File: src/hdl/phone_ui_pkg.sv
package phone_ui_pkg;

	////////////////////
	// widths
	////////////////////
	typedef logic [7:0] node_address_t;  // dialed party, from the switches
	typedef logic [10:0] text_addr_t;    // start in the text store
	typedef logic [10:0] text_len_t;     // string length in characters

	////////////////////
	// enums
	////////////////////
	typedef enum logic [2:0] {
		idle_st     = 3'd0, // no call
		incoming_st = 3'd1, // being called
		outgoing_st = 3'd2, // calling another node
		busy_st     = 3'd3, // call in progress
		init_st     = 3'd5  // waiting for network init
	} call_state_t;

	// item codes follow the old menu numbering
	typedef enum logic [5:0] {
		call_number        = 6'd0,
		display_number     = 6'd3,
		dialing            = 6'd7,
		toggle_voicemail   = 6'd9,
		incoming_banner    = 6'd32,
		accept_call_item   = 6'd33,
		reject_call_item   = 6'd34,
		calling_banner     = 6'd36,
		end_call_item      = 6'd37,
		call_banner        = 6'd38,
		end_call_busy_item = 6'd39,
		welcome            = 6'd50,
		init_banner        = 6'd51
	} menu_item_t;

	typedef enum logic [1:0] {nav_hold, nav_prev, nav_next, nav_jump} nav_op_t;

	// ui -> application
	typedef enum logic [2:0] {
		cmd_make_call   = 3'd1,
		cmd_stop_call   = 3'd2,
		cmd_accept_call = 3'd3,
		cmd_reject_call = 3'd4
	} ui_command_t;

	// application -> ui
	typedef enum logic [2:0] {
		ev_connected     = 3'd1,
		ev_failed        = 3'd4,
		ev_incoming_call = 3'd5,
		ev_call_ended    = 3'd6
	} app_event_t;

	localparam logic [5:0] item_none = 6'h3f; // no item has this code

	////////////////////
	// text store layout
	////////////////////
	localparam text_addr_t txt_init_addr    = 11'd0;   // press enter to start ...
	localparam text_len_t  txt_init_len     = 11'd45;
	localparam text_addr_t txt_welcome_addr = 11'd72;
	localparam text_len_t  txt_welcome_len  = 11'd7;
	localparam text_addr_t txt_call_addr    = 11'd80;  // call number
	localparam text_len_t  txt_call_len     = 11'd11;
	localparam text_addr_t txt_vm_on_addr   = 11'd157; // shown while flag is off
	localparam text_len_t  txt_vm_on_len    = 11'd17;
	localparam text_addr_t txt_vm_off_addr  = 11'd138; // shown while flag is on
	localparam text_len_t  txt_vm_off_len   = 11'd18;
	localparam text_addr_t txt_disp_addr    = 11'd468;
	localparam text_len_t  txt_disp_len     = 11'd21;
	localparam text_addr_t txt_inc_addr     = 11'd361;
	localparam text_len_t  txt_inc_len      = 11'd13;
	localparam text_addr_t txt_accept_addr  = 11'd375;
	localparam text_len_t  txt_accept_len   = 11'd20;
	localparam text_addr_t txt_reject_addr  = 11'd396;
	localparam text_len_t  txt_reject_len   = 11'd20;
	localparam text_addr_t txt_calling_addr = 11'd435;
	localparam text_len_t  txt_calling_len  = 11'd7;
	localparam text_addr_t txt_end_addr     = 11'd443; // both end call items
	localparam text_len_t  txt_end_len      = 11'd8;
	localparam text_addr_t txt_current_addr = 11'd490;
	localparam text_len_t  txt_current_len  = 11'd12;
	localparam text_addr_t txt_dial_addr    = 11'd0;   // number is on the switches
	localparam text_len_t  txt_dial_len     = 11'd0;

endpackage

File: src/hdl/call_control.sv
`timescale 1ns/100ps
module call_control import phone_ui_pkg::*; (
	input  logic          clk,
	input  logic          reset,
	input  logic          up,
	input  logic          down,
	input  logic          left,
	input  logic          right,
	input  logic          enter,
	input  node_address_t switches,
	input  logic          app_event_req,
	input  app_event_t    app_event,
	input  logic          cmd_busy,
	input  menu_item_t    menu_item,
	output logic          app_event_ack,
	output nav_op_t       nav_op,
	output menu_item_t    jump_item,
	output logic          cmd_send,
	output ui_command_t   cmd_code,
	output node_address_t cmd_address,
	output call_state_t   call_state,
	output logic          voicemail_on
);

	call_state_t state_nx;
	ui_command_t code_nx;
	logic        vm_nx;
	logic        send_nx;
	logic        ack_nx;
	logic        event_new;   // req seen, not yet answered
	logic        cmd_blocked; // port still owns the last command

	assign event_new   = app_event_req && !app_event_ack;
	assign cmd_blocked = cmd_busy || cmd_send; // send pulse not yet seen by port

	////////////////////
	// next state
	////////////////////
	always_comb begin
		nav_op    = nav_hold;
		jump_item = menu_item;
		state_nx  = call_state;
		vm_nx     = voicemail_on;
		send_nx   = 1'b0;
		code_nx   = cmd_make_call;
		ack_nx    = app_event_ack;
		if (app_event_ack && !app_event_req)
			ack_nx = 1'b0; // app released, close the handshake
		if (event_new) begin
			ack_nx = 1'b1; // events win over buttons
			case (app_event)
				ev_incoming_call: if (call_state == idle_st) begin
					state_nx  = incoming_st;
					nav_op    = nav_jump;
					jump_item = incoming_banner;
				end
				ev_connected: if (call_state == outgoing_st) begin
					state_nx  = busy_st;
					nav_op    = nav_jump;
					jump_item = call_banner;
				end
				ev_failed, ev_call_ended: begin
					// failed only counts while dialing out
					if (call_state == outgoing_st ||
						(call_state == busy_st && app_event == ev_call_ended)) begin
						state_nx  = idle_st;
						nav_op    = nav_jump;
						jump_item = welcome;
					end
				end
				default: ; // acked, nothing else
			endcase
		end else if (up) begin
			nav_op = nav_prev;
		end else if (down) begin
			nav_op = nav_next;
		end else if (right || enter) begin
			case (call_state)
				init_st: if (enter) begin // right does not start the node
					state_nx  = idle_st;
					nav_op    = nav_jump;
					jump_item = welcome;
				end
				idle_st: case (menu_item)
					welcome: begin
						nav_op    = nav_jump;
						jump_item = call_number;
					end
					call_number: begin
						nav_op    = nav_jump;
						jump_item = dialing;
					end
					dialing: if (!cmd_blocked) begin
						send_nx   = 1'b1;
						code_nx   = cmd_make_call;
						state_nx  = outgoing_st;
						nav_op    = nav_jump;
						jump_item = calling_banner;
					end
					toggle_voicemail: vm_nx = !voicemail_on;
					default: ;
				endcase
				incoming_st: if (!cmd_blocked) begin
					if (menu_item == reject_call_item) begin
						send_nx   = 1'b1;
						code_nx   = cmd_reject_call;
						state_nx  = idle_st;
						nav_op    = nav_jump;
						jump_item = welcome;
					end else begin // banner and accept both pick up
						send_nx   = 1'b1;
						code_nx   = cmd_accept_call;
						state_nx  = busy_st;
						nav_op    = nav_jump;
						jump_item = call_banner;
					end
				end
				outgoing_st, busy_st: begin
					// hang up, stay until app reports call_ended
					if (!cmd_blocked && (menu_item == end_call_item ||
						menu_item == end_call_busy_item)) begin
						send_nx = 1'b1;
						code_nx = cmd_stop_call;
					end
				end
				default: ;
			endcase
		end else if (left && call_state == idle_st) begin
			case (menu_item)
				call_number, toggle_voicemail, display_number: begin
					nav_op    = nav_jump; // back out of main menu
					jump_item = welcome;
				end
				dialing: begin
					nav_op    = nav_jump;
					jump_item = call_number;
				end
				default: ;
			endcase
		end
	end

	always_ff @(posedge clk) begin
		if (reset) begin
			call_state    <= init_st;
			voicemail_on  <= 1'b0;
			app_event_ack <= 1'b0;
			cmd_send      <= 1'b0;
		end else begin
			call_state    <= state_nx;
			voicemail_on  <= vm_nx;
			app_event_ack <= ack_nx;
			cmd_send      <= send_nx; // one cycle pulse
		end
	end

	always_ff @(posedge clk) begin
		if (send_nx) begin
			cmd_code    <= code_nx;
			cmd_address <= switches; // only make_call reads it
		end
	end

	// ack only answers a pending request
	assert property (@(posedge clk) disable iff (reset)
		!app_event_ack && !app_event_req |=> !app_event_ack)
		else $error("app_event_ack rose without app_event_req");

endmodule

File: src/hdl/menu_navigator.sv
`timescale 1ns/100ps
module menu_navigator import phone_ui_pkg::*; (
	input  logic       clk,
	input  logic       reset,
	input  nav_op_t    nav_op,
	input  menu_item_t jump_item,
	output menu_item_t menu_item
);

	////////////////////
	// ring stepping
	////////////////////
	// fwd is down, back is up
	function automatic menu_item_t ring_step(input menu_item_t item, input logic fwd);
		menu_item_t nx;
		nx = item; // banners and dialing belong to no ring
		case (item)
			// main ring
			call_number:        nx = fwd ? toggle_voicemail : display_number;
			toggle_voicemail:   nx = fwd ? display_number : call_number;
			display_number:     nx = fwd ? call_number : toggle_voicemail;
			// incoming ring
			incoming_banner:    nx = fwd ? accept_call_item : reject_call_item;
			accept_call_item:   nx = fwd ? reject_call_item : incoming_banner;
			reject_call_item:   nx = fwd ? incoming_banner : accept_call_item;
			// two member rings, same either way
			calling_banner:     nx = end_call_item;
			end_call_item:      nx = calling_banner;
			call_banner:        nx = end_call_busy_item;
			end_call_busy_item: nx = call_banner;
			default:            nx = item;
		endcase
		return nx;
	endfunction

	////////////////////
	// item register
	////////////////////
	always_ff @(posedge clk) begin
		if (reset) begin
			menu_item <= init_banner;
		end else begin
			case (nav_op)
				nav_prev: menu_item <= ring_step(menu_item, 1'b0);
				nav_next: menu_item <= ring_step(menu_item, 1'b1);
				nav_jump: menu_item <= jump_item; // set by call_control
				nav_hold: menu_item <= menu_item;
				default:  menu_item <= menu_item;
			endcase
		end
	end

	// jumps and steps only ever land on real items
	assert property (@(posedge clk) disable iff (reset)
		menu_item inside {init_banner, welcome, dialing, call_number, toggle_voicemail,
			display_number, incoming_banner, accept_call_item, reject_call_item,
			calling_banner, end_call_item, call_banner, end_call_busy_item})
		else $error("menu_item left the item set");

endmodule

File: src/hdl/text_locator.sv
`timescale 1ns/100ps
module text_locator import phone_ui_pkg::*; (
	input  logic       clk,
	input  logic       reset,
	input  menu_item_t menu_item,
	input  logic       voicemail_on,
	input  logic       text_ack,
	output logic       text_req,
	output text_addr_t text_addr,
	output text_len_t  text_length
);

	logic [5:0] last_item; // item of the last request
	logic       last_vm;   // flag of the last request
	logic       port_free;
	logic       changed;
	text_addr_t look_addr;
	text_len_t  look_len;

	assign port_free = !text_req && !text_ack; // old ack must fall first
	assign changed   = (last_item != menu_item) || (last_vm != voicemail_on);

	////////////////////
	// table lookup
	////////////////////
	always_comb begin
		look_addr = txt_init_addr;
		look_len  = txt_init_len;
		case (menu_item)
			init_banner:      begin look_addr = txt_init_addr;    look_len = txt_init_len;    end
			welcome:          begin look_addr = txt_welcome_addr; look_len = txt_welcome_len; end
			call_number:      begin look_addr = txt_call_addr;    look_len = txt_call_len;    end
			display_number:   begin look_addr = txt_disp_addr;    look_len = txt_disp_len;    end
			dialing:          begin look_addr = txt_dial_addr;    look_len = txt_dial_len;    end
			incoming_banner:  begin look_addr = txt_inc_addr;     look_len = txt_inc_len;     end
			accept_call_item: begin look_addr = txt_accept_addr;  look_len = txt_accept_len;  end
			reject_call_item: begin look_addr = txt_reject_addr;  look_len = txt_reject_len;  end
			calling_banner:   begin look_addr = txt_calling_addr; look_len = txt_calling_len; end
			call_banner:      begin look_addr = txt_current_addr; look_len = txt_current_len; end
			end_call_item, end_call_busy_item: begin
				look_addr = txt_end_addr;
				look_len  = txt_end_len;
			end
			toggle_voicemail: begin
				// text offers the opposite of the current flag
				look_addr = voicemail_on ? txt_vm_off_addr : txt_vm_on_addr;
				look_len  = voicemail_on ? txt_vm_off_len : txt_vm_on_len;
			end
			default: ;
		endcase
	end

	////////////////////
	// request to scroller
	////////////////////
	always_ff @(posedge clk) begin
		if (reset) begin
			text_req  <= 1'b0;
			last_item <= item_none; // forces the init_banner request
			last_vm   <= 1'b0;
		end else if (text_req) begin
			if (text_ack)
				text_req <= 1'b0; // drop, then wait for ack low
		end else if (port_free && changed) begin
			text_req  <= 1'b1;
			last_item <= menu_item; // skipped items are never shown
			last_vm   <= voicemail_on;
		end
	end

	always_ff @(posedge clk) begin
		if (!text_req && port_free && changed) begin
			text_addr   <= look_addr;
			text_length <= look_len;
		end
	end

	// scroller may sample any cycle before it acks
	assert property (@(posedge clk) disable iff (reset)
		text_req && !text_ack |=> $stable(text_addr) && $stable(text_length))
		else $error("text request changed before text_ack");

endmodule

File: src/hdl/command_port.sv
`timescale 1ns/100ps
module command_port import phone_ui_pkg::*; (
	input  logic          clk,
	input  logic          reset,
	input  logic          cmd_send,
	input  ui_command_t   cmd_code_in,
	input  node_address_t cmd_address_in,
	input  logic          cmd_ack,
	output logic          cmd_req,
	output ui_command_t   cmd_code,
	output node_address_t cmd_address,
	output logic          cmd_busy
);

	typedef enum logic [1:0] {
		cp_idle,    // nothing pending
		cp_req,     // req high, waiting ack high
		cp_release  // req low, waiting ack low
	} port_state_t;

	port_state_t port_state;

	assign cmd_req  = (port_state == cp_req);
	assign cmd_busy = (port_state != cp_idle);

	////////////////////
	// four phase FSM
	////////////////////
	always_ff @(posedge clk) begin
		if (reset) begin
			port_state <= cp_idle;
		end else begin
			case (port_state)
				cp_idle:    if (cmd_send) port_state <= cp_req;
				cp_req:     if (cmd_ack) port_state <= cp_release;
				cp_release: if (!cmd_ack) port_state <= cp_idle;
				default:    port_state <= cp_idle;
			endcase
		end
	end

	// payload held for the whole handshake
	always_ff @(posedge clk) begin
		if (cmd_send && port_state == cp_idle) begin
			cmd_code    <= cmd_code_in;
			cmd_address <= cmd_address_in;
		end
	end

	// call_control has to hold off while the port is busy
	assert property (@(posedge clk) disable iff (reset) cmd_send |-> !cmd_busy)
		else $error("cmd_send while command port busy");

endmodule

File: src/hdl/phone_ui_top.sv
`timescale 1ns/100ps
module phone_ui_top import phone_ui_pkg::*; (
	input  logic          clk,
	input  logic          reset,
	// buttons, one cycle pulses
	input  logic          up,
	input  logic          down,
	input  logic          left,
	input  logic          right,
	input  logic          enter,
	input  node_address_t switches,
	// application events
	input  logic          app_event_req,
	input  app_event_t    app_event,
	output logic          app_event_ack,
	// commands to application
	output logic          cmd_req,
	output ui_command_t   cmd_code,
	output node_address_t cmd_address,
	input  logic          cmd_ack,
	// text scroller
	output logic          text_req,
	output text_addr_t    text_addr,
	output text_len_t     text_length,
	input  logic          text_ack,
	// status
	output call_state_t   call_state,
	output menu_item_t    menu_item,
	output logic          voicemail_on
);

	nav_op_t       nav_op;
	menu_item_t    jump_item;
	logic          cmd_send;
	ui_command_t   send_code;    // call_control -> port
	node_address_t send_address;
	logic          cmd_busy;

	call_control i_call_control (
		.clk(clk), .reset(reset),
		.up(up), .down(down), .left(left), .right(right), .enter(enter),
		.switches(switches),
		.app_event_req(app_event_req), .app_event(app_event),
		.cmd_busy(cmd_busy), .menu_item(menu_item),
		.app_event_ack(app_event_ack),
		.nav_op(nav_op), .jump_item(jump_item),
		.cmd_send(cmd_send), .cmd_code(send_code), .cmd_address(send_address),
		.call_state(call_state), .voicemail_on(voicemail_on)
	);

	menu_navigator i_menu_navigator (
		.clk(clk), .reset(reset),
		.nav_op(nav_op), .jump_item(jump_item),
		.menu_item(menu_item)
	);

	text_locator i_text_locator (
		.clk(clk), .reset(reset),
		.menu_item(menu_item), .voicemail_on(voicemail_on),
		.text_ack(text_ack),
		.text_req(text_req), .text_addr(text_addr), .text_length(text_length)
	);

	command_port i_command_port (
		.clk(clk), .reset(reset),
		.cmd_send(cmd_send), .cmd_code_in(send_code), .cmd_address_in(send_address),
		.cmd_ack(cmd_ack),
		.cmd_req(cmd_req), .cmd_code(cmd_code), .cmd_address(cmd_address),
		.cmd_busy(cmd_busy)
	);

endmodule

File: config.mk
export PLATFORM = sky130hd
export DESIGN_NAME = phone_ui_top
export DESIGN_NICKNAME = d
export VERILOG_FILES = /design/src/hdl/phone_ui_pkg.sv /design/src/hdl/call_control.sv /design/src/hdl/menu_navigator.sv /design/src/hdl/text_locator.sv /design/src/hdl/command_port.sv /design/src/hdl/phone_ui_top.sv
export SDC_FILE = /design/constraint.sdc
export NUM_CORES = 1
export LEC_CHECK = 0
export BUFFER_PORTS_ARGS = -buffer_cell sky130_fd_sc_hd__buf_2
export CORE_MARGIN = 1.5
export CORE_UTILIZATION = 55
export DETAILED_ROUTE_END_ITERATION = 8
export HOLD_SLACK_MARGIN = 0.08
export PLACE_DENSITY = 0.87
export SLEW_MARGIN = 10
export SYNTH_ARGS = -nofsm -noshare
export SYNTH_HDL_FRONTEND = slang
export SYNTH_SLANG_ARGS = --single-unit
File: constraint.sdc
create_clock -name clk -period 5.55 [get_ports clk]
set_clock_uncertainty 0.15 [all_clocks]
set_input_delay 0.8325 -clock clk [delete_from_list [all_inputs] [get_ports clk]]
set_output_delay 0.8325 -clock clk [all_outputs]
set_load 0.1 [all_outputs]
==> results of run 1 <==
-- kinds of logic (layout without fill, tap and decap cells) --
family	count (synthesis)	count (layout)	synth area share, %
and+or+nand+nor	135	135	21.9
AOI/OAI and AO/OA	91	91	19.9
DFF	59	59	46.8
buffers and inverters	42	85	5.85
xor gates and xnor gates	12	12	3.17
muxes	6	6	1.89
adders and majority gates	1	1	0.377
other	1	7	0.113
-- power by group through the flow --
stage          clock network, W  registers [W]   logic, W
2_1_floorplan                 0       0.000559  0.0000998
3_3_place_gp                  0       0.000503   0.000179
3_5_place_dp                  0       0.000504   0.000182
4_1_cts                0.000341       0.000494   0.000182
5_1_grt                0.000355       0.000497   0.000193
6_report               0.000337       0.000495   0.000183
-- cells in the final DEF, fill, tap and decap left out, types with 3 or more instances in the layout --
cell type / n
nand2b_1: 7
buf_2: 59
mux2i_1: 4
nor4_1: 3
a31oi_1: 5
xnor2_1: 8
nand2_1: 23
clkbuf_8: 9
or2_2: 3
nor2b_1: 8
o21bai_1: 4
nor2_1: 39
edfxtp_1: 37
clkinv_2: 3
a211o_1: 9
and2_1: 3
a21oi_1: 16
o31ai_1: 4
a221oi_1: 3
dfxtp_1: 22
clkinvlp_4: 4
xor2_1: 4
nor4bb_1: 3
o22ai_1: 6
nand3_1: 9
inv_1: 9
nor3b_1: 5
conb_1: 7
a211oi_1: 6
nor3_1: 13
o21ai_0: 15
-- worst max-delay path, delay by kind of cell (launching register included) --
family | cells | cell delay [ps]
compound gates | 1 | 940
buf+inv | 1 | 390
flops | 1 | 860
simple gates | 2 | 960
-- worst max path at each step --
| stage | from | slack [ps] | depth (start not counted) | to |
|---|---|---|---|---|
| 3_5_place_dp | app_event_req | 1960 | 6 | i_call_control.cmd_address[1] |
| 4_1_cts | i_menu_navigator.menu_item[5] | 1950 | 4 | i_call_control.cmd_address[3] |
| 2_1_floorplan | i_call_control.app_event_ack | 2100 | 8 | i_call_control.cmd_address[0] |
| 5_1_grt | i_menu_navigator.menu_item[5] | 1550 | 4 | i_call_control.cmd_address[3] |
| 6_report | i_menu_navigator.menu_item[5] | 1850 | 4 | i_call_control.cmd_address[3] |
| 3_3_place_gp | app_event_req | 2130 | 6 | i_call_control.cmd_address[1] |
-- per-layer routing --
layer  track usage [%]  routed length (microns)  up-vias
li1                  -                        -     1366
met1              29.9                     3180     1334
met2              39.4                     3710      142
met3              6.59                      601       20
met4              10.0                      156        0
met5                 0                        0        -
-- area by class of cell --
class / instances / area, sq um / area share, %
inverter: 9 / 33.8 / 0.903
clock buffer: 9 / 124 / 3.31
tap: 75 / 93.8 / 2.51
multi-input combinational: 252 / 1590 / 42.5
sequential: 59 / 1550 / 41.5
timing repair buffer: 60 / 303 / 8.09
clock inverter: 7 / 45.0 / 1.20
-- flip-flops by register name, indices dropped and copies added (netlist names), 2 cells and up --
register and cells:
i_text_locator.last_item 6, i_call_control.cmd_code 3, i_text_locator.text_length 6, i_call_control.call_state 3
i_command_port.port_state 2, i_text_locator.text_addr 9, i_command_port.cmd_code 3, i_menu_navigator.menu_item 6
i_call_control.cmd_address 8, i_command_port.cmd_address 8
-- synthesized netlist by cell type (all sizes together) (4+ instances only) --
cell type / n
nor3b: 5
o22ai: 6
nand2: 23
nor2: 40
a21oi: 16
a211oi: 6
mux2i: 4
o31ai: 4
xor2: 4
a211o: 9
nor3: 13
nor2b: 8
edfxtp: 37
nor4: 4
clkbuf: 17
o21ai: 17
and2: 5
a31oi: 5
o21bai: 4
inv: 9
nand2b: 7
nand3: 9
buf: 16
xnor2: 8
dfxtp: 22
-- stage by stage --
step           total power [W]  hold slack (ps)  area, sq um  setup slack [ps]
4_1_cts                0.00102              271         3740              1950
3_3_place_gp          0.000682              251         3570              2130
5_1_grt                0.00105              280         3740              1550
6_report               0.00101              268         3740              1850
2_1_floorplan         0.000658              250         3340              2100
3_5_place_dp          0.000686              255         3570              1960
==> flow_summary.toml, run 1 <==
[synth]
synth.largest_area_cell = "edfxtp_1"
yosysWarnings = 0
synth_cells = 347
ys_seq_area_share_pct = 46.8
synth_area_leaders = "edfxtp_1, dfxtp_1, nor2_1"
ys_ff_latch = 59
synth_edf_count = 37
synth_top_area_share_pct = 33.5
syn_area_sq_mm = 0.00331
async_flop_share_pct = 0
syn_area_per_cell_sq_um = 9.55
ys.flop_type = "edfxtp_1"
synth.distinct_cells = 63

[sta]
fin_setup_tns_ps = 0
worstMarginPinSlew_ps = 1150
max_freq_ghz = 0.270
relSlewSlack_pct = 23.6
hold_viol = 0
slew_viol_final = 0
rsz0062_at_grt = "no"
fin_crit_ps = 3700
min_period_over_period_pct = 66.6
setup_viol = 0

[pwr]
internal_power_w = 0.000681
clkPwrFrac_pct = 33.2
seqPwrFrac_pct = 48.8
ir_drop_uv = 152
swShare_pct = 32.9
p_leak_nw = 1.40
comb_power_share_pct = 18.1
power.switching_w = 0.000334
p_per_area_mw_per_mm2 = 271

[cells_and_area]
layout-drive-gt1-share_pct = 22.5
final_util_pct = 63.6
final_nets = 413
finalNonFillerCells = 471
num_antenna_cells = 0
areaGrowthSynthToFinish_pct = 12.9
num-fill-cells = 486

[drt]
num_vias = 2862
first_iter_violations = 326
drt-pass1-iter-count = 5
via_per_inst = 6.08
routed_wl_microns = 7650
wl_per_cell_microns = 16.2
drtAntennaViolNets = 0
drc = 0

[clock_network]
root_buffer = "clkbuf_8"
cts_setup_buffers = 0
clk_pin_slew_worst_paths_ps = 70
cts_tree = "done"
ctsHoldBuffers = 0
cts_buffers = 9
cts_resized = 0
htree_levels = 3
clk_latency_ps = 340
cts_num_sinks = 59
cts_buffer_depth = 2

[critical_path]
r2r_slack_ps = 1850
critical_path_arrival_ps = 3500
critPathSlowestCell = "a21oi_1"
cp.required_ps = 5350
end_kind = "flop"
reg2reg_to = "i_call_control.cmd_address[3]"
max_stage_delay_ps = 940
crit_fanout = 24
cp_cell_sequence = "inv_1 > nor3_1 > nand3_1 > a21oi_1"
r2r_start = "i_menu_navigator.menu_item[5]"
cp-start-kind = "flop"
ff2ff_path_depth = 4
crit_type = "reg2reg"

[placed_design]
port_buffers = 59
hpwl_microns = 5370
place_inst = 455
place_congestion = 0.907

[worst_hold_path]
holdPathStages = 0
min_to = "i_command_port.cmd_address[4]"
min_from = "i_call_control.cmd_address[4]"
min_path_type = "reg2reg"

[floorplanning]
die_y_microns = 80.6
dieArea_sq_mm = 0.00650
initial_core_util_pct = 56.3
rows = 28
die_width_microns = 80.6
core-area_sq_mm = 0.00589
io_pins = 67

[run]
cap_violations = 0

[global_route]
track_usage_pct = 24.1
grt_antenna_before_repair = 0
grt_start_max_net_pins = 34
grt.overflow.total = 0
grt_pass1_vias = 2478
grt_pass1_wl_microns = 11800

[outcome]
status = "completed"
(Power assumes the default switching activity.)
==> run 2, diff against run 1 <==
- CORE_UTILIZATION: 55 -> 50
- PLACE_DENSITY: 0.87 -> 0.84
- clock period: 5.55 -> 3.3 ns (I/O delays scaled with it)
==> flow_summary.toml, run 2 (same netlist as run 1, synthesis figures left out) <==
[cells_and_area]
num_antenna_cells = 0
num-fill-cells = 544
areaGrowthSynthToFinish_pct = 18.2
largestRegisters = "i_text_locator.text_addr: 9 flops, i_call_control.cmd_address: 8 flops, i_command_port.cmd_address: 8 flops"
layout_common_cells = "buf_2, nor2_1, edfxtp_1"
layout-drive-gt1-share_pct = 25.4
largest_reg_flops = 9
design_area_sq_mm = 0.00392
top_register = "i_text_locator.text_addr"
final_nets = 426
final_common_cell = "buf_2"

[critical_path]
ff2ff_path_depth = 6
cp.required_ps = 3390
critical_path_arrival_ps = 2820
reg2reg_to = "i_menu_navigator.menu_item[2]"
end_kind = "flop"
crit_fanout = 15
r2r_start = "i_menu_navigator.menu_item[3]"
r2r_slack_ps = 570
cp-start-kind = "flop"
crit_type = "reg2reg"

[clock_network]
cts_buffer_depth = 2
ctsHoldBuffers = 0
cts_resized = 0
htree_levels = 3
cts_setup_buffers = 0
cts_tree = "done"
root_buffer = "clkbuf_8"
clk_latency_ps = 350
cts_num_sinks = 59
cts_buffers = 9
clk_pin_slew_worst_paths_ps = 70

[drt]
num_vias = 2903
drt-pass1-iter-count = 6
drc = 0
first_iter_violations = 300
drtAntennaViolNets = 0
routed_wl_microns = 8010
wl_per_cell_microns = 16.5
via_per_inst = 5.97

[floorplanning]
initial_core_util_pct = 51.9
dieArea_sq_mm = 0.00713
die_width_microns = 84.4
core-area_sq_mm = 0.00639
io_pins = 67
die_y_microns = 84.4
rows = 29

[worst_hold_path]
min_to = "i_text_locator.text_req"
min_path_type = "in2reg"
min_from = "text_ack"
holdPathStages = 2

[global_route]
grt_antenna_before_repair = 0
global_route.peak_usage_layer = "met2"
grt.overflow.total = 0
gr-usage-met1_pct = 31.3
track_usage_pct = 22.7
grt_pass1_vias = 2588
grt_util_met3_pct = 4.52
grt_pass1_wl_microns = 12700
grt_start_max_net_pins = 30
use_met2_pct = 34.1

[sta]
worst_slack_ps = 572
max_freq_ghz = 0.367
slew_viol_final = 0
setup_viol = 0
fin_crit_ps = 2730
relSlewSlack_pct = 55.1
min_period_over_period_pct = 82.7
fin_setup_tns_ps = 0
rsz0062_at_grt = "no"
hold_viol = 0
worstMarginPinSlew_ps = 672

[pwr]
clkPwrFrac_pct = 41.0
comb_power_share_pct = 16.6
p_per_area_mw_per_mm2 = 497
swShare_pct = 28.9
p_leak_nw = 1.50
power.switching_w = 0.000563
seqPwrFrac_pct = 42.3
ir_drop_uv = 358
internal_power_w = 0.00138

[placed_design]
dp_slack_ps = 515
dpl_cell_area_sq_mm = 0.00368
port_buffers = 59
hpwl_microns = 5590
place_congestion = 0.932

[outcome]
status = "completed"

[run]
cap_violations = 0
run 2: area by class of cell:
cell class | instances | area [sq um] | area share (%)
Clock buffer | 9 | 124 | 3.16
Clock inverter | 7 | 116 | 2.97
Inverter | 9 | 33.8 | 0.863
Multi-Input combinational cell | 252 | 1590 | 40.6
Sequential cell | 59 | 1550 | 39.7
Tap cell | 77 | 96.3 | 2.46
Timing Repair Buffer | 73 | 400 | 10.2
run 2: routing by layer:
layer,part of all wire [%],vias up
li1,-,1385
met1,43,1345
met2,47,156
met3,8.0,17
met4,1.6,0
met5,0,-
run 2: power by group through the flow:
stage	clock, W	sequential (W)	combinational (W)
6_report	0.000798	0.000824	0.000324
5_1_grt	0.000838	0.000827	0.000342
4_1_cts	0.000812	0.000824	0.000323
3_5_place_dp	0	0.000840	0.000321
3_3_place_gp	0	0.000839	0.000319
2_1_floorplan	0	0.000940	0.000168
run 2: metrics by stage:
step           utilization, %  instances  power, W  hold WS (ps)
2_1_floorplan               -        353   0.00111           250
3_3_place_gp             57.6        470   0.00116           253
3_5_place_dp             57.6        470   0.00116           255
4_1_cts                  61.3        486   0.00196           150
5_1_grt                  61.3        486   0.00201           158
6_report                 61.3        486   0.00195           163
run 2: critical path: stages (launching register included):
cell,delay (ps)
dfxtp_1,670
nor4bb_1,500
nor3_1,120
o22ai_1,370
o32a_1,270
mux2_2,350
a22o_1,200
run 2: worst max-delay path by stage:
stage,from,end,slack [ps],cells after the start
after floorplan,i_menu_navigator.menu_item[2],i_call_control.cmd_address[0],130,5
after global placement,app_event_req,i_menu_navigator.menu_item[2],640,7
after CTS,i_menu_navigator.menu_item[3],i_menu_navigator.menu_item[2],600,6
after detailed placement,app_event_req,i_call_control.call_state[1],520,8
final,i_menu_navigator.menu_item[3],i_menu_navigator.menu_item[2],570,6
after global routing,i_menu_navigator.menu_item[4],i_text_locator.last_item[4],330,5
